`src/wb_pkg.sv`:
```
// shared bus types and sizes for the processor memory/device bus, imported by every RTL block
package wb_pkg;

    localparam logic        REGION_DEVICE = 1'b1;      // region bit value for device space
    localparam logic [1:0]  SEL_MEMORY    = 2'b11;     // sel for memory cycles and idle
    localparam int          RAM_WORDS     = 256;
    localparam logic [31:0] DEVICE_ID     = 32'hd0e5_1d03;
    localparam logic [1:0]  ID_UNIT       = 2'd3;      // read-only identity unit
    localparam int          SCRATCH_UNITS = 3;
    localparam int          UNIT_REGS     = 4;

    // processor command, bit 33 write, bit 32 read
    typedef struct packed {
        logic        wr_req;
        logic        rd_req;
        logic [31:0] wdata;
    } cmd_word_t;

    // one address word, seen either as a memory word or a device register
    typedef union packed {
        struct packed {
            logic [1:0]  rsvd_hi;
            logic        region;
            logic [18:0] unused;
            logic [7:0]  word_idx;
            logic [1:0]  byte_off;
        } mem;
        struct packed {
            logic [1:0]  rsvd_hi;
            logic        region;
            logic [10:0] unused_hi;
            logic [1:0]  unit;
            logic [11:0] unused_lo;
            logic [1:0]  reg_idx;
            logic [1:0]  byte_off;
        } dev;
    } bus_addr_u;

    typedef struct packed {
        bus_addr_u   addr;
        logic [31:0] wdata;
        logic        we;
        logic        cyc;
        logic        stb;
        logic [1:0]  sel;
        logic        tag;   // even parity of wdata
    } wb_req_t;

    typedef struct packed {
        logic [31:0] rdata;
        logic        ack;
        logic        tag;   // even parity of rdata
    } wb_rsp_t;

endpackage
```
`src/wb_decoder.sv`:
```
// address decoder: steers the strobe to memory or devices and returns the chosen slave response
`timescale 1ns/1ps

module wb_decoder (
    input  logic            clk_i,
    input  logic            rst_i,

    input  wb_pkg::wb_req_t req_i,
    output logic            ram_stb_o,
    output logic            dev_stb_o,

    input  wb_pkg::wb_rsp_t ram_rsp_i,
    input  wb_pkg::wb_rsp_t dev_rsp_i,
    output wb_pkg::wb_rsp_t rsp_o
);

    import wb_pkg::*;

    logic hit_dev;
    logic strobe;
    logic dev_sel_q;   // slave picked for the running cycle

    assign hit_dev = (req_i.addr.mem.region == REGION_DEVICE);
    assign strobe  = req_i.cyc && req_i.stb;

    assign dev_stb_o = strobe && hit_dev;
    assign ram_stb_o = strobe && !hit_dev;

    // addr is cleared once stb drops, so hold the choice
    always_ff @(posedge clk_i) begin
        if (!rst_i) begin
            dev_sel_q <= 1'b0;
        end else if (strobe) begin
            dev_sel_q <= hit_dev;
        end
    end

    always_comb begin
        if (dev_sel_q) begin
            rsp_o = dev_rsp_i;
        end else begin
            rsp_o = ram_rsp_i;
        end
        rsp_o.ack = rsp_o.ack && req_i.cyc;   // no ack outside a cycle
    end

endmodule

```
`config.mk`:
```
export PLATFORM = sky130hd
export DESIGN_NAME = wb_decoder
export DESIGN_NICKNAME = d
export VERILOG_FILES = /design/src/wb_pkg.sv /design/src/wb_decoder.sv
export SDC_FILE = /design/constraint.sdc
export NUM_CORES = 1
export LEC_CHECK = 0
export ABC_AREA = 0
export BUFFER_PORTS_ARGS = -buffer_cell sky130_fd_sc_hd__buf_4
export CAP_MARGIN = 20
export CORE_AREA = 2 2 68 70
export CTS_BUF_LIST = sky130_fd_sc_hd__clkbuf_16
export DETAILED_ROUTE_END_ITERATION = 10
export DIE_AREA = 0 0 70 72
export GPL_ROUTABILITY_DRIVEN = 0
export GPL_TIMING_DRIVEN = 0
export HOLD_SLACK_MARGIN = 0.1
export MAX_ROUTING_LAYER = met4
export SETUP_SLACK_MARGIN = 0.5
export SLEW_MARGIN = 20
export SYNTH_ARGS = -nofsm -noshare
export SYNTH_HDL_FRONTEND = slang
export SYNTH_SLANG_ARGS = --single-unit
export TNS_END_PERCENT = 10
```
`constraint.sdc`:
```
create_clock -name clk_i -period 1.1 [get_ports clk_i]
set_clock_uncertainty 0.2 [all_clocks]
set_input_delay 0.055 -clock clk_i [delete_from_list [all_inputs] [get_ports clk_i]]
set_output_delay 0.055 -clock clk_i [all_outputs]
set_load 0.02 [all_outputs]
```
==> results by stage <==
Synth:
- The xor/xnor cell area share of the yosys netlist is 0.
- The share of synthesized area in the top cell type comes to 0.726.
- When the netlist entered floorplanning its net count stood at 185.
- The largest family of logic cells by synthesized area is multiplexers.
- Synthesis handed over a netlist of 45 instances.
- The summed instance area of the synthesized netlist is 621 um^2.
- The Yosys step of the flow raised 0 warnings.
- The largest total area in the synthesized netlist belongs to sky130_fd_sc_hd__mux2_4.
- Each instance of the synthesized netlist takes up on average 13.8 um^2.
- Sorting the synthesized cells by area gives the leading types as sky130_fd_sc_hd__mux2_4, sky130_fd_sc_hd__buf_12, sky130_fd_sc_hd__mux2_2, sky130_fd_sc_hd__dfxtp_1, sky130_fd_sc_hd__buf_6.
- The count of state elements after synthesis is 1.
- The fraction of the mapped netlist area in compound gates is 0.0242.
- The area share of fa/ha/maj cells after synthesis is 0.
- The mux share of post-synthesis cell area is 0.796.
- The count of distinct cell types in the synthesized netlist is 12.
- The fraction of the mapped netlist area in simple logic gates is 0.0323.
- The register area share after synthesis is 0.0323.

Drt:
- Dividing the detail-routed wire length by the instance count gives 12.9 um.
- The final layout contains routed wiring with a total length of 2670 um.
- The detailed router placed 820 vias in this run.
- The antenna violation net count after detailed routing is 0.
- After detailed routing, the number of remaining DRC violations is 0.
- In this run, the number of DRC markers left after iteration 0 of detailed routing was 28.
- The detailed-routing iteration count for the pre-antenna-repair pass is 2.
- Using the TritonRoute via totals, the vias-per-cell ratio works out to 3.96.

Finish:
- The most common cell after layout, fill and taps aside is sky130_fd_sc_hd__buf_4.
- The largest register by flop count is dev_sel_q.
- The relative area change from synthesis to final layout is 175%.
- The antenna cell count is 0.
- The net count of the finished layout is 297.
- The largest registers in the layout are dev_sel_q (1).
- The fraction of final layout cells with drive strength greater than 1 is 0.974.
- The library cells used most frequently in the layout, excluding fill and tap cells, are sky130_fd_sc_hd__buf_4, sky130_fd_sc_hd__buf_6, sky130_fd_sc_hd__mux2_4, sky130_fd_sc_hd__buf_12, sky130_fd_sc_hd__mux2_2.
- The flip-flop count of the largest register after layout came to 1.

Worst setup path:
- Data on the critical path is required at its endpoint by 0.84 ns.
- In this run the critical register-to-register path is launched from dev_sel_q.
- The endpoint identified for the worst register-to-register timing path is dev_sel_q.
- STA classifies the critical path startpoint as a flop.
- STA classifies the critical path endpoint as a primary output.
- The worst register-to-register path has a depth of 3.
- The data arrival time of the critical path is 1.06 ns.
- The critical path start-end classification is reg -> out.
- The highest net fanout along the worst path is 10.
- The slack of the worst reg-to-reg path is 0.05 ns.

STA:
- The number of endpoints failing setup at the final stage is 34.
- The max-slew violation count is 0.
- Setup slack on the critical path of the routed design comes to -0.211 ns.
- The hold violation count in the final report is 0.
- Dividing the final minimum period by the clock period gives 1.19.
- Setup repair after global routing could not meet its margin everywhere.
- The relative max-transition margin is 0.912.
- The final critical delay including setup and external delays is 1.31 ns.
- Derived from the worst setup path, the maximum achievable clock frequency is 763 MHz.
- The worst hold-check slack is 0.0607 ns.
- The final setup TNS is -6.31 ns.
- The actual transition at the worst max-transition pin is 0.128 ns.

Power and ir drop:
- Across the VDD grid, the largest voltage drop is 0.197 mV.
- The leakage dissipation is 0.871 nW.
- Power spread over the standard cell area amounts to 486 nW/um^2.

Placed design:
- The number of port buffers is 108.
- The estimated wirelength of the detail-placed design is 2440 um.

Global routing:
- The number of antenna violations at the first check in global routing came to 0.
- The maximum number of pins on one net before global-route repair is 11.
- The global-route wire length before repair is 3860 um.
- The number of global-route vias before repair is 872.
- For this run, the total global-route usage over all layers was measured as 0.0928.
- The overall overflow remaining after global route is 0.

Floorplan:
- The total number of placement rows is 24.
- The die is 70 um wide.
- The die covers 5040 um^2.
- The number of top-level pins is 176.
- The starting density of the core is 0.146.
- The overall die height is 72 um.
- The placeable core region is 4260 um^2.

Flow run:
- Max-cap violations in this run came to 0.

Min path:
- The end point of the most critical hold path is dev_sel_q.
- The number of cells on the worst hold path is 2.
- The path class of the tightest hold or removal check is in -> reg.
- In this run the most critical hold path is launched from rst_i.

Clock tree:
- The clock slew seen by the registers of the worst setup and hold paths is 0 ns.
- The later pin in the worst-skew pair is clocked with a latency of 0 ns.

Outcome:
- The final reports fail on negative setup slack.
- The flow ran to the end, but the final reports show violations.
[cells in the mapped netlist, drive strengths merged]
| cell type | instances |
|---|---|
| dfxtp | 1 |
| o21a | 1 |
| buf | 4 |
| a21boi | 1 |
| mux2i | 1 |
| mux2 | 33 |
| nor2b | 1 |
| and3 | 1 |
| nor2 | 1 |
| nand2 | 1 |
[kinds of logic after synthesis]
group / count (synthesis)
buffers and inverters: 4
DFF: 1
AOI/OAI and AO/OA: 2
muxes: 34
and+or+nand+nor: 4
[layer usage]
metal | GRT usage | part of all wire
met5 | - | 0
met4 | 0 | 0
met3 | 0.0111 | 0.11
met2 | 0.177 | 0.51
met1 | 0.112 | 0.38
[final cells by class]
class	count	area, um^2
Buffer	4	80.1
Fill cell	426	2560
Multi-Input combinational cell	40	549
Sequential cell	1	21.3
Tap cell	52	65.1
Timing Repair Buffer	110	990
[repair_timing]
item / in CTS / in global routing
resized for setup: 41 / 5
cloned: 0 / 1
pin swaps: 3 / 3
setup endpoints to repair: 37 / 37
buffers inserted: 0 / 1
hold endpoints to repair: 1 / 1
[worst max path at each step]
stage | slack [ns] | end | startpoint | cells past startpoint
floorplan | -0.07 | rsp_o[10] | dev_sel_q | 3
global placement | -0.25 | rsp_o[11] | dev_sel_q | 4
detailed placement | -0.24 | rsp_o[16] | dev_sel_q | 4
CTS | -0.22 | rsp_o[5] | dev_sel_q | 4
global route | -0.24 | rsp_o[24] | dev_sel_q | 4
finish | -0.21 | rsp_o[16] | dev_sel_q | 4
[critical path, stage by stage, from the launching register on]
cell and delay (ns):
sky130_fd_sc_hd__dfxtp_2 0.32, sky130_fd_sc_hd__buf_12 0.14, sky130_fd_sc_hd__buf_12 0.15, sky130_fd_sc_hd__mux2_4 0.31
sky130_fd_sc_hd__buf_6 0.13
[per-stage QoR]
stage	instance area [um^2]	util	power, mW	setup WS [ns]	instances
floorplan	622	-	0.376	-0.0711	45
global placement	1500	0.351	0.732	-0.247	205
detailed placement	1500	0.351	0.736	-0.244	205
CTS	1650	0.387	0.819	-0.219	205
global route	1710	0.400	0.867	-0.241	207
finish	1710	0.400	0.828	-0.211	207
[where the power goes]
part           switching (mW)  internal, mW
logic                   0.283         0.504
clock network               0             0
registers             0.00140        0.0391
Power figures use the tool's default switching activity.
