==> config.mk <==
export PLATFORM = sky130hd
export DESIGN_NAME = device_regs
export DESIGN_NICKNAME = d
export VERILOG_FILES = /design/src/wb_pkg.sv /design/src/device_regs.sv
export SDC_FILE = /design/constraint.sdc
export NUM_CORES = 1
export LEC_CHECK = 0
export ABC_AREA = 1
export BUFFER_PORTS_ARGS = -buffer_cell sky130_fd_sc_hd__buf_2
export CAP_MARGIN = 10
export CELL_PAD_IN_SITES_DETAIL_PLACEMENT = 1
export CELL_PAD_IN_SITES_GLOBAL_PLACEMENT = 2
export CORE_AREA = 4 4 223 247
export CTS_BUF_LIST = sky130_fd_sc_hd__clkbuf_4 sky130_fd_sc_hd__clkbuf_8
export DETAILED_ROUTE_END_ITERATION = 8
export DIE_AREA = 0 0 227 251
export PLACE_DENSITY = 0.84
export SETUP_SLACK_MARGIN = 0.02
export SLEW_MARGIN = 20
export SYNTH_ARGS = -nofsm -noshare
export SYNTH_HDL_FRONTEND = slang
export SYNTH_SLANG_ARGS = --single-unit
export TNS_END_PERCENT = 30
==> constraint.sdc <==
create_clock -name clk_i -period 9.1 [get_ports clk_i]
set_clock_uncertainty 0.05 [all_clocks]
set_input_delay 0.91 -clock clk_i [delete_from_list [all_inputs] [get_ports clk_i]]
set_output_delay 0.91 -clock clk_i [all_outputs]
set_load 0.005 [all_outputs]
==> src/wb_pkg.sv <==
// shared bus types and sizes for the processor memory/device bus, imported by every RTL block
package wb_pkg;

    localparam logic        REGION_DEVICE = 1'b1;      // region bit value for device space
    localparam logic [1:0]  SEL_MEMORY    = 2'b11;     // sel for memory cycles and idle
    localparam int          RAM_WORDS     = 256;
    localparam logic [31:0] DEVICE_ID     = 32'hd0e5_1d03;
    localparam logic [1:0]  ID_UNIT       = 2'd3;      // read-only identity unit
    localparam int          SCRATCH_UNITS = 3;
    localparam int          UNIT_REGS     = 4;

    // processor command, bit 33 write, bit 32 read
    typedef struct packed {
        logic        wr_req;
        logic        rd_req;
        logic [31:0] wdata;
    } cmd_word_t;

    // one address word, seen either as a memory word or a device register
    typedef union packed {
        struct packed {
            logic [1:0]  rsvd_hi;
            logic        region;
            logic [18:0] unused;
            logic [7:0]  word_idx;
            logic [1:0]  byte_off;
        } mem;
        struct packed {
            logic [1:0]  rsvd_hi;
            logic        region;
            logic [10:0] unused_hi;
            logic [1:0]  unit;
            logic [11:0] unused_lo;
            logic [1:0]  reg_idx;
            logic [1:0]  byte_off;
        } dev;
    } bus_addr_u;

    typedef struct packed {
        bus_addr_u   addr;
        logic [31:0] wdata;
        logic        we;
        logic        cyc;
        logic        stb;
        logic [1:0]  sel;
        logic        tag;   // even parity of wdata
    } wb_req_t;

    typedef struct packed {
        logic [31:0] rdata;
        logic        ack;
        logic        tag;   // even parity of rdata
    } wb_rsp_t;

endpackage
==> src/device_regs.sv <==
// device block: three scratch register units and a read-only identity unit, picked by sel
`timescale 1ns/1ps

module device_regs (
    input  logic            clk_i,
    input  logic            rst_i,

    input  wb_pkg::wb_req_t req_i,
    input  logic            stb_i,
    output wb_pkg::wb_rsp_t rsp_o
);

    import wb_pkg::*;

    logic [31:0] scratch_q [SCRATCH_UNITS][UNIT_REGS];
    logic [1:0]  unit;
    logic [1:0]  reg_idx;
    logic        id_hit;
    logic [31:0] rdata_q;
    logic        ack_q;

    // unit comes from sel, master already decoded it from the address
    assign unit    = req_i.sel;
    assign reg_idx = req_i.addr.dev.reg_idx;
    assign id_hit  = (unit == ID_UNIT);

    always_ff @(posedge clk_i) begin
        if (!rst_i) begin
            for (int u = 0; u < SCRATCH_UNITS; u++) begin
                for (int r = 0; r < UNIT_REGS; r++) begin
                    scratch_q[u][r] <= 32'b0;
                end
            end
            ack_q <= 1'b0;
        end else begin
            ack_q <= stb_i;
            if (stb_i && req_i.we && !id_hit) begin
                scratch_q[unit][reg_idx] <= req_i.wdata;
            end
        end
    end

    always_ff @(posedge clk_i) begin
        if (stb_i) begin
            if (id_hit) begin
                rdata_q <= DEVICE_ID;   // writes to unit 3 dropped
            end else if (req_i.we) begin
                rdata_q <= req_i.wdata;
            end else begin
                rdata_q <= scratch_q[unit][reg_idx];
            end
        end
    end

    assign rsp_o.rdata = rdata_q;
    assign rsp_o.ack   = ack_q;
    assign rsp_o.tag   = ^rdata_q;

endmodule

==> load_flow_metrics.sql <==
INSERT INTO impl_metrics (metric_group, metric, value, unit) VALUES
('clock_tree', 'clock_sink_count', '545', ''),
('timing', 'timing_max_transition_violations_final', '0', ''),
('clock_tree', 'cts-htree-levels', '3', ''),
('worst_setup_path', 'crit_chain', 'buf_6 > nand2_4 > nand2_4 > inv_4 > a21oi_4 > nand2_2 > nand2_2 > buf_4', ''),
('logic_synthesis', 'synth_cells', '2282', ''),
('logic_synthesis', 'synth_area_per_cell', '10.5', 'um2'),
('timing', 'setup_viol', '0', ''),
('timing', 'max_freq', '219', 'MHz'),
('floorplan', 'chipWidth', '227', 'um'),
('timing', 'final.min_clock_period', '4.56', 'ns'),
('worst_setup_path', 'critical_path.n_buffers_inverters', '3', ''),
('pwr', 'pwr-share-comb', '9.1', '%'),
('logic_synthesis', 'synthesis.area', '23900', 'um2'),
('worst_setup_path', 'cpLargestDelayFamily', 'simple AND/OR/NAND/NOR gates', ''),
('drt', 'routed_via_density', '5.53', ''),
('run_status', 'status', 'complete, no violations', ''),
('global_route', 'largest_net_degree_at_the_start_of_global_routing', '103', ''),
('final_layout', 'layout_overhead_on_the_synthesized_area', '12.1', '%'),
('timing', 'finalHoldViolations', '0', ''),
('run', 'drv.max_cap_violation_count', '0', ''),
('logic_synthesis', 'synth_warn', '0', ''),
('global_route', 'number_of_global_route_vias_before_repair', '18361', ''),
('clock_tree', 'clk_path_buf_depth', '3', ''),
('worst_setup_path', 'setup.worst_path.end_class', 'flip-flop', ''),
('drt', 'detail_route.first_pass.iterations', '5', ''),
('pwr', 'finalPower', '5.50', 'mW'),
('logic_synthesis', 'synth_seq_area_share', '68.3', '%'),
('drt', 'wirelength_per_cell', '23.4', 'um'),
('final_layout', 'fill_cells', '5775', ''),
('logic_synthesis', 'distinct_cells_synth', '28', ''),
('pwr', 'power.leakage', '10.0', 'nW'),
('floorplan', 'fp.dieH', '251', 'um'),
('placement', 'gp_congestion', '0.795', ''),
('timing', 'grt_setup_unrepaired', 'false', ''),
('drt', 'dr_total_vias', '17696', ''),
('pwr', 'internal_power', '4.12', 'mW'),
('floorplan', 'core_area', '52300', 'um2'),
('timing', 'slew_headroom', '24.0', '%'),
('clock_tree', 'clockRootBuffer', 'clkbuf_8', ''),
('final_layout', 'area.sequential', '16400', 'um2'),
('clock_tree', 'cts_post_setup_buffers_inserted', '0', ''),
('placement', 'placement.io_buffers', '73', ''),
('clock_tree', 'clock_insertion_delay_worst_skew', '0.68', 'ns'),
('worst_setup_path', 'cpMaxStageDelayCell', 'nand2_2', ''),
('clock_tree', 'postCtsResizedCells', '0', ''),
('final_layout', 'drive_above_1_share', '11.2', '%'),
('worst_setup_path', 'required', '9.34', 'ns'),
('drt', 'met3WireLength', '4.01', 'mm'),
('drt', 'number_of_drc_violations_after_detailed_routing', '0', ''),
('worst_setup_path', 'slowest_delay', '0.66', 'ns'),
('global_route', 'grt_first_pass_wirelength', '112', 'mm'),
('global_route', 'grt_antenna_before_repair', '2', ''),
('drt', 'postRouteAntennaNets', '0', ''),
('pwr', 'power_density', '205', 'nW/um2'),
('hold_path', 'path_class_of_the_lowest_slack_min_delay_path', 'in -> reg', ''),
('clock_tree', 'tritoncts_clock_tree', 'done', ''),
('logic_synthesis', 'synth_top_flop_cell', 'edfxtp_1', ''),
('worst_setup_path', 'startpoint_type', 'primary input', ''),
('global_route', 'globalRoute.totalOverflow', '0', ''),
('final_layout', 'design.final.nets', '2536', ''),
('timing', 'layout_worst_path_cycle_share', '50.1', '%'),
('logic_synthesis', 'postSynth.asyncResetShare', '0', '%'),
('clock_tree', 'path_clk_slew', '0.06', 'ns'),
('pwr', 'p_seq_share', '54.2', '%'),
('logic_synthesis', 'synth_seq_cells', '545', ''),
('clock_tree', 'cts_hold_buffers', '0', ''),
('floorplan', 'io-pin-count', '107', ''),
('pwr', 'switching_share', '25.0', '%'),
('pwr', 'ir_worst_vdd', '0.113', 'mV'),
('drt', 'finalWirelength', '74.9', 'mm'),
('logic_synthesis', 'synth_enable_flop_cells', '544', '');
==> cells in the mapped netlist (2+ instances only) <==
| cell | count | area share, % |
|---|---|---|
| xnor2_1 | 2 | 0.073 |
| inv_1 | 85 | 1.3 |
| nand3_1 | 21 | 0.44 |
| edfxtp_1 | 544 | 68 |
| nand2_4 | 6 | 0.28 |
| buf_6 | 20 | 0.94 |
| nor2_1 | 621 | 9.7 |
| o21ai_0 | 298 | 6.2 |
| inv_2 | 2 | 0.031 |
| clkbuf_1 | 80 | 1.3 |
| nand2_2 | 22 | 0.58 |
| clkinv_1 | 5 | 0.078 |
| buf_4 | 11 | 0.35 |
| nand2_1 | 407 | 6.4 |
| buf_1 | 6 | 0.094 |
| o21ai_1 | 23 | 0.48 |
| o22ai_1 | 100 | 2.6 |
| buf_2 | 19 | 0.40 |
==> through the flow <==
step	cells	hold slack, ns	util, %	area (um2)	worst slack (ns)
global placement	3047	0.718	48.1	25200	3.90
detailed placement	3047	0.743	48.1	25200	3.90
global route	3199	0.573	51.3	26800	4.39
finish	3199	0.602	51.3	26800	4.54
CTS	3196	0.539	51.2	26800	4.62
floorplan	2409	0.647	-	24400	4.76
==> power groups by stage <==
| stage | sequential [mW] | combinational, mW | clock [mW] |
|---|---|---|---|
| after global placement | 3.02 | 0.481 | 0 |
| after global routing | 2.99 | 0.553 | 2.17 |
| after detailed placement | 3.03 | 0.498 | 0 |
| after CTS | 2.98 | 0.499 | 2.06 |
| after floorplan | 3.02 | 0.302 | 0 |
| final | 2.98 | 0.499 | 2.02 |
==> per-layer routing <==
metal	vias up	GRT usage [%]
li1	8026	-
met1	9028	34.3
met2	509	45.4
met3	133	3.64
met4	0	9.42
met5	-	0
==> cell families after synthesis <==
group | share of synthesized area [%]
AND/OR/NAND/NOR | 17.5
flip-flops | 68.3
AO/OA/AOI/OAI | 9.45
buffers and inverters | 4.56
XOR/XNOR | 0.110
other | 0.0157
==> tightest hold or removal path: stages <==
cell and delay [ns]:
buf_2 0.09, o21ai_0 0.08, nor2_1 0.11
==> flip-flops by register name, summed over array words and instances, names as in the netlist <==
signal	flops
ack_q	1
rdata_q	32
scratch_q	512
==> path summary, 6_finish.rpt <==
kind / from / end / slack (ns) / cells past startpoint
worst max-delay path: req_i[1] / scratch_q[1][66] / 4.54 / 8
worst min-delay path: req_i[23] / rdata_q[17] / 0.60 / 3
worst max register to register: scratch_q[0][124] / rdata_q[28] / 7.41 / 8
worst min register to register: scratch_q[1][16] / rdata_q[16] / 0.76 / 6
==> layout make-up <==
class	count	area share [%]
clock buffer	126	5.69
antenna	2	0.0187
clock inverter	23	0.378
inverter	93	1.33
sequential	545	61.0
timing repair buffer	101	2.25
tap	675	3.15
multi-input combinational	1634	26.2
==> cell usage in the layout (no fill, tap or decap), drive strengths merged <==
cell type  synthesis  routed
buf               57     101
conb               1     128
clkbuf            80     126
nand2            435     435
xnor2              2       2
nor2             622     622
o21ai            321     321
dfxtp              1       1
o22ai            100     100
nor3               1       1
nand3             21      21
clkinvlp           0       3
edfxtp           544     544
a21oi              3       3
xor2               1       1
inv               88      89
clkinv             5      24
diode              0       2
Note: power is estimated with default switching activity, not from simulation.
