===== src/wb_pkg.sv =====
// shared bus types and sizes for the processor memory/device bus, imported by every RTL block
package wb_pkg;

    localparam logic        REGION_DEVICE = 1'b1;      // region bit value for device space
    localparam logic [1:0]  SEL_MEMORY    = 2'b11;     // sel for memory cycles and idle
    localparam int          RAM_WORDS     = 256;
    localparam logic [31:0] DEVICE_ID     = 32'hd0e5_1d03;
    localparam logic [1:0]  ID_UNIT       = 2'd3;      // read-only identity unit
    localparam int          SCRATCH_UNITS = 3;
    localparam int          UNIT_REGS     = 4;

    // processor command, bit 33 write, bit 32 read
    typedef struct packed {
        logic        wr_req;
        logic        rd_req;
        logic [31:0] wdata;
    } cmd_word_t;

    // one address word, seen either as a memory word or a device register
    typedef union packed {
        struct packed {
            logic [1:0]  rsvd_hi;
            logic        region;
            logic [18:0] unused;
            logic [7:0]  word_idx;
            logic [1:0]  byte_off;
        } mem;
        struct packed {
            logic [1:0]  rsvd_hi;
            logic        region;
            logic [10:0] unused_hi;
            logic [1:0]  unit;
            logic [11:0] unused_lo;
            logic [1:0]  reg_idx;
            logic [1:0]  byte_off;
        } dev;
    } bus_addr_u;

    typedef struct packed {
        bus_addr_u   addr;
        logic [31:0] wdata;
        logic        we;
        logic        cyc;
        logic        stb;
        logic [1:0]  sel;
        logic        tag;   // even parity of wdata
    } wb_req_t;

    typedef struct packed {
        logic [31:0] rdata;
        logic        ack;
        logic        tag;   // even parity of rdata
    } wb_rsp_t;

endpackage

===== src/wb_master.sv =====
// bus master: turns processor command words into single-beat bus cycles and checks the ack tag
`timescale 1ns/1ps

module wb_master (
    input  logic              clk_i,
    input  logic              rst_i,

    // processor side
    input  wb_pkg::bus_addr_u cmd_addr_i,
    input  wb_pkg::cmd_word_t cmd_word_i,
    output logic              cmd_busy_o,
    output logic [31:0]       cmd_rdata_o,
    output logic              cmd_rdata_valid_o,

    // bus side
    output wb_pkg::wb_req_t   bus_o,
    input  wb_pkg::wb_rsp_t   bus_i
);

    import wb_pkg::*;

    wb_req_t     req_q;
    wb_req_t     req_d;
    logic        rd_q;     // current cycle is a read
    logic        rd_d;
    logic        valid_q;
    logic        valid_d;
    logic [31:0] rdata_q;
    logic        ack_ok;
    logic        take_rdata;

    // ack only counts when the tag agrees with the returned data
    assign ack_ok = bus_i.ack && (bus_i.tag == ^bus_i.rdata);

    always_comb begin
        req_d      = req_q;
        rd_d       = rd_q;
        valid_d    = 1'b0;
        take_rdata = 1'b0;

        if (!req_q.cyc) begin
            if (cmd_word_i.rd_req || cmd_word_i.wr_req) begin
                req_d.addr  = cmd_addr_i;
                req_d.cyc   = 1'b1;
                req_d.stb   = 1'b1;
                req_d.we    = !cmd_word_i.rd_req;   // read wins
                req_d.wdata = cmd_word_i.rd_req ? 32'b0 : cmd_word_i.wdata;
                req_d.tag   = ^req_d.wdata;
                if (cmd_addr_i.dev.region == REGION_DEVICE) begin
                    req_d.sel = cmd_addr_i.dev.unit;
                end else begin
                    req_d.sel = SEL_MEMORY;
                end
                rd_d = cmd_word_i.rd_req;
            end
        end else if (req_q.stb) begin
            // single beat, strobe only for one cycle
            req_d.stb   = 1'b0;
            req_d.addr  = '0;
            req_d.wdata = 32'b0;
            req_d.we    = 1'b0;
            req_d.tag   = 1'b0;
        end else if (ack_ok) begin
            req_d.cyc  = 1'b0;
            req_d.sel  = SEL_MEMORY;
            rd_d       = 1'b0;
            valid_d    = rd_q;
            take_rdata = rd_q;
        end
        // bad tag keeps cyc up and waits
    end

    always_ff @(posedge clk_i) begin
        if (!rst_i) begin
            req_q.addr  <= '0;
            req_q.wdata <= 32'b0;
            req_q.we    <= 1'b0;
            req_q.cyc   <= 1'b0;
            req_q.stb   <= 1'b0;
            req_q.sel   <= SEL_MEMORY;
            req_q.tag   <= 1'b0;
            rd_q        <= 1'b0;
            valid_q     <= 1'b0;
        end else begin
            req_q   <= req_d;
            rd_q    <= rd_d;
            valid_q <= valid_d;
        end
    end

    // read data holds until the next read completes
    always_ff @(posedge clk_i) begin
        if (take_rdata) begin
            rdata_q <= bus_i.rdata;
        end
    end

    assign bus_o             = req_q;
    assign cmd_busy_o        = req_q.cyc;
    assign cmd_rdata_o       = rdata_q;
    assign cmd_rdata_valid_o = valid_q;

endmodule


===== config.mk =====
export PLATFORM = sky130hd
export DESIGN_NAME = wb_master
export DESIGN_NICKNAME = d
export VERILOG_FILES = /design/src/wb_pkg.sv /design/src/wb_master.sv
export SDC_FILE = /design/constraint.sdc
export NUM_CORES = 1
export LEC_CHECK = 0
export BUFFER_PORTS_ARGS = -buffer_cell sky130_fd_sc_hd__buf_2
export CAP_MARGIN = 30
export CORE_MARGIN = 3
export CORE_UTILIZATION = 34
export CTS_CLUSTER_SIZE = 24
export DETAILED_ROUTE_END_ITERATION = 6
export GPL_TIMING_DRIVEN = 1
export PLACE_DENSITY = 0.61
export SYNTH_ARGS = -nofsm -noshare
export SYNTH_HDL_FRONTEND = slang
export SYNTH_SLANG_ARGS = --single-unit

===== constraint.sdc =====
create_clock -name clk_i -period 3.6 [get_ports clk_i]
set_input_delay 0.36 -clock clk_i [delete_from_list [all_inputs] [get_ports clk_i]]
set_output_delay 0.36 -clock clk_i [all_outputs]
set_load 0.02 [all_outputs]

==> impl_results.md <==
- Result of the run: completed
- Final Skew: 8.82 ps
- Rows: 39
- Area grow syn2layout: 36.5%
- Clock Tree Root: sky130_fd_sc_hd__clkbuf_16
- Cell type group with the largest total delay on the critical path: XOR/XNOR gates
- Slew at the pin closest to its max-slew limit: 702 ps
- DRC: 0
- CTS tree: done
- All-layer global routing usage: 15.6%
- Worst relative slew slack: 53.2%
- Number of warnings issued by yosys: 0
- Post-CTS resize count: 0
- Final Hold Viols: 0
- Final Max Tran Viols: 0
- Routability congestion estimate from global placement: 0.736
- Post-synth cell types: 24
- Minimum hold slack: 218 ps
- Number of antenna violations at the first check in global routing: 0
- Die Footprint: around 13000 µm²
- Antenna Diode Count: 0
- Most common library cell in the layout ignoring fill and taps: sky130_fd_sc_hd__buf_2
- Net total in the final layout: approximately 640
- Critical-path cell list: buf_2 > xnor2_1 > xnor2_1 > xnor2_1 > xnor2_1 > xnor3_1 > nor3_4 > buf_4
- Total power consumption of the routed design: about 3 mW
- Height of the chip: 116 µm
- Maximum number of buffers from clock root to sink: 2
- Post-route cell area: 5570 µm²
- Top library cells by usage in the layout, fill and taps aside: sky130_fd_sc_hd__buf_2 (205), sky130_fd_sc_hd__dfxtp_1 (72), sky130_fd_sc_hd__nor2b_1 (67)
- Number of max-cap violations: 0
- Vias in the first global route: about 3.3k
- Flop and latch count out of synthesis: 104
- Maximum clock frequency: about 460 MHz
- Class of the most critical setup path: input port to flop
- Via density: 4.75
- Die outline width: 116 µm
- Via Count: 3266
- HP Class: input port to flop
- Leakage power figure: about 2.4 nW
- Total area of sequential cells: 2400 µm²
- RSZ-0062 raised after global routing: false
- Placement Setup Slack: 1060 ps
- Net count after synthesis: 442
- Source of the worst hold timing path: bus_i[4]
- # port buffers: 205
- Biggest area consumer among synthesized cells: sky130_fd_sc_hd__dfxtp_1
- H-Tree Depth: 3
- Cell at the slowest stage of the critical path: sky130_fd_sc_hd__xnor3_1
- Half-perimeter wire length of the detailed placement result: 7800 µm
- Antenna Violating Nets Remaining: 0
- Synthesized instance count: 340
- IO Count: 206
- Top post-synthesis cells by area: sky130_fd_sc_hd__dfxtp_1 (35%), sky130_fd_sc_hd__edfxtp_1 (24%), sky130_fd_sc_hd__a22oi_1 (12%)
- Count of buffer and inverter cells on the critical path: 2
- Kind of end point of the critical path: flop
- Most prevalent standard cell on the critical path: sky130_fd_sc_hd__xnor2_1
- Syn avg cell area: around 12 µm²
- Minimum clock period after layout: 2190 ps
- Share of post-route cells with drive strength above 1: 42.6%
- Minimum setup slack in the final design: 1410 ps
- Pin count of the biggest net entering global routing: 65
- Initial DRT Pass Iterations: 5
- PwrDens: 549 nW/µm²
- Final period util: 60.8%
- Required time of the critical path: 3600 ps
- Critical Path Source Type: input port
- Area of combinational cells with multiple inputs: 1600 µm²
- Max VDD drop: 0.000187 V
- Sequential element share of the synthesized area: between 50% and 60%
- Final global-route overflow total: 0
- Crit path max fanout: 33
- Netlist area before placement: 4080 µm²
- CTS clock-pin slew for the worst setup and hold paths: 70 ps
- Final setup fails: 0
- Core area: 11600 µm²
- Share of Yosys cell area claimed by the top area cell type: 35.3%
- TritonCTS buffer count: 9
- Detail-routed net length per standard cell: 15.5 µm
- Wire length of the first global-routing pass: about 16000 µm
- Number of sinks driven by the clock tree: 104
- Routed WL: 10700 µm
- Startpoint of the most critical register-to-register path: cmd_busy_o$_SDFF_PN0_
- Post-CTS setup buffers: 0
- Clock latency reported for the late side of the worst-skew pair: 340 ps
- Startpoint of the worst setup timing path: bus_i[33]
- Cell area after placement: 5260 µm²
- Starting density of the core: 35.3%
- Delay of the slowest cell on the worst path: 430 ps
- Detailed router's first-iteration violation count: 185
- Total Negative Setup Slacks: 0 ps
- Arrival time of data at the critical path endpoint: 2190 ps
- Filler Cell Count: 1105
- Count of hold buffers inserted by post-cts repair: 0
cell usage after synthesis:
cell type and instances:
sky130_fd_sc_hd__a21o_1 1, sky130_fd_sc_hd__a21oi_1 1, sky130_fd_sc_hd__a22oi_1 65, sky130_fd_sc_hd__and2_1 1, sky130_fd_sc_hd__buf_1 1, sky130_fd_sc_hd__buf_4 1, sky130_fd_sc_hd__clkbuf_1 20, sky130_fd_sc_hd__dfxtp_1 72
sky130_fd_sc_hd__edfxtp_1 32, sky130_fd_sc_hd__inv_1 2, sky130_fd_sc_hd__nand2_1 1, sky130_fd_sc_hd__nand3_1 2, sky130_fd_sc_hd__nor2_1 3, sky130_fd_sc_hd__nor2b_1 67, sky130_fd_sc_hd__nor3_1 1, sky130_fd_sc_hd__nor3_2 1
sky130_fd_sc_hd__nor3b_1 1, sky130_fd_sc_hd__o21ai_0 2, sky130_fd_sc_hd__o221ai_2 1, sky130_fd_sc_hd__o22a_2 2, sky130_fd_sc_hd__o31a_1 1, sky130_fd_sc_hd__xnor2_1 53, sky130_fd_sc_hd__xnor3_1 1, sky130_fd_sc_hd__xor2_1 8
worst register-to-register path, delay by kind of cell, from the launching register on:
family	cells	cell delay (ps)
AO/OA/AOI/OAI	2	700
flip-flops	1	420
AND/OR/NAND/NOR	2	400
buffers and inverters	1	430
area by class of cell:
class	instances	area share (%)
clock buffer	12	4.63
clock inverter	4	0.944
inverter	2	0.135
multi-input combinational	212	28.7
sequential	104	43.1
tap	143	3.21
timing repair buffer	211	19.2
stage by stage:
stage,cells,utilization [%]
after floorplan,340,-
after global placement,672,45.5
after detailed placement,672,45.5
after CTS,688,48.2
after global routing,688,48.2
final,688,48.2
worst paths after layout:
check | endpoint | slack, ps | cells after the start
worst max-delay path | cmd_rdata_o[0]$_DFFE_PP_ | 1410 | 8
worst min-delay path | cmd_rdata_o[2]$_DFFE_PP_ | 220 | 1
worst max register to register | bus_o[62]$_SDFFE_PN0P_ | 1590 | 5
worst min register to register | bus_o[2]$_SDFFE_PN1P_ | 470 | 1
cells by family after synthesis:
group / Yosys count / share of synthesized area (%)
compound gates: 73 / 13.6
xor+xnor: 62 / 13.6
buf+inv: 24 / 2.30
flops: 104 / 58.9
simple gates: 77 / 11.6
metal layers:
metal / part of all wire (%) / routed length (µm) / track usage [%] / vias to the layer above
met2: 45 / 4800 / 25.8 / 146
met1: 44 / 4670 / 19.2 / 1517
met3: 9.7 / 1030 / 4.91 / 12
met5: 0 / 0 / 0 / -
li1: - / - / - / 1591
met4: 1.5 / 160 / 5.87 / 0
flip-flops by register name, indices dropped and copies added (netlist names):
register and cells:
cmd_rdata_valid_o 1, bus_o 69, cmd_rdata_o 32, cmd_busy_o 1
rd_q 1
power by group:
part / internal (mW) / switching (mW)
Combinational: 0.302 / 0.419
Clock: 0.584 / 0.426
Sequential: 1.29 / 0.0386
(Power assumes the default switching activity.)
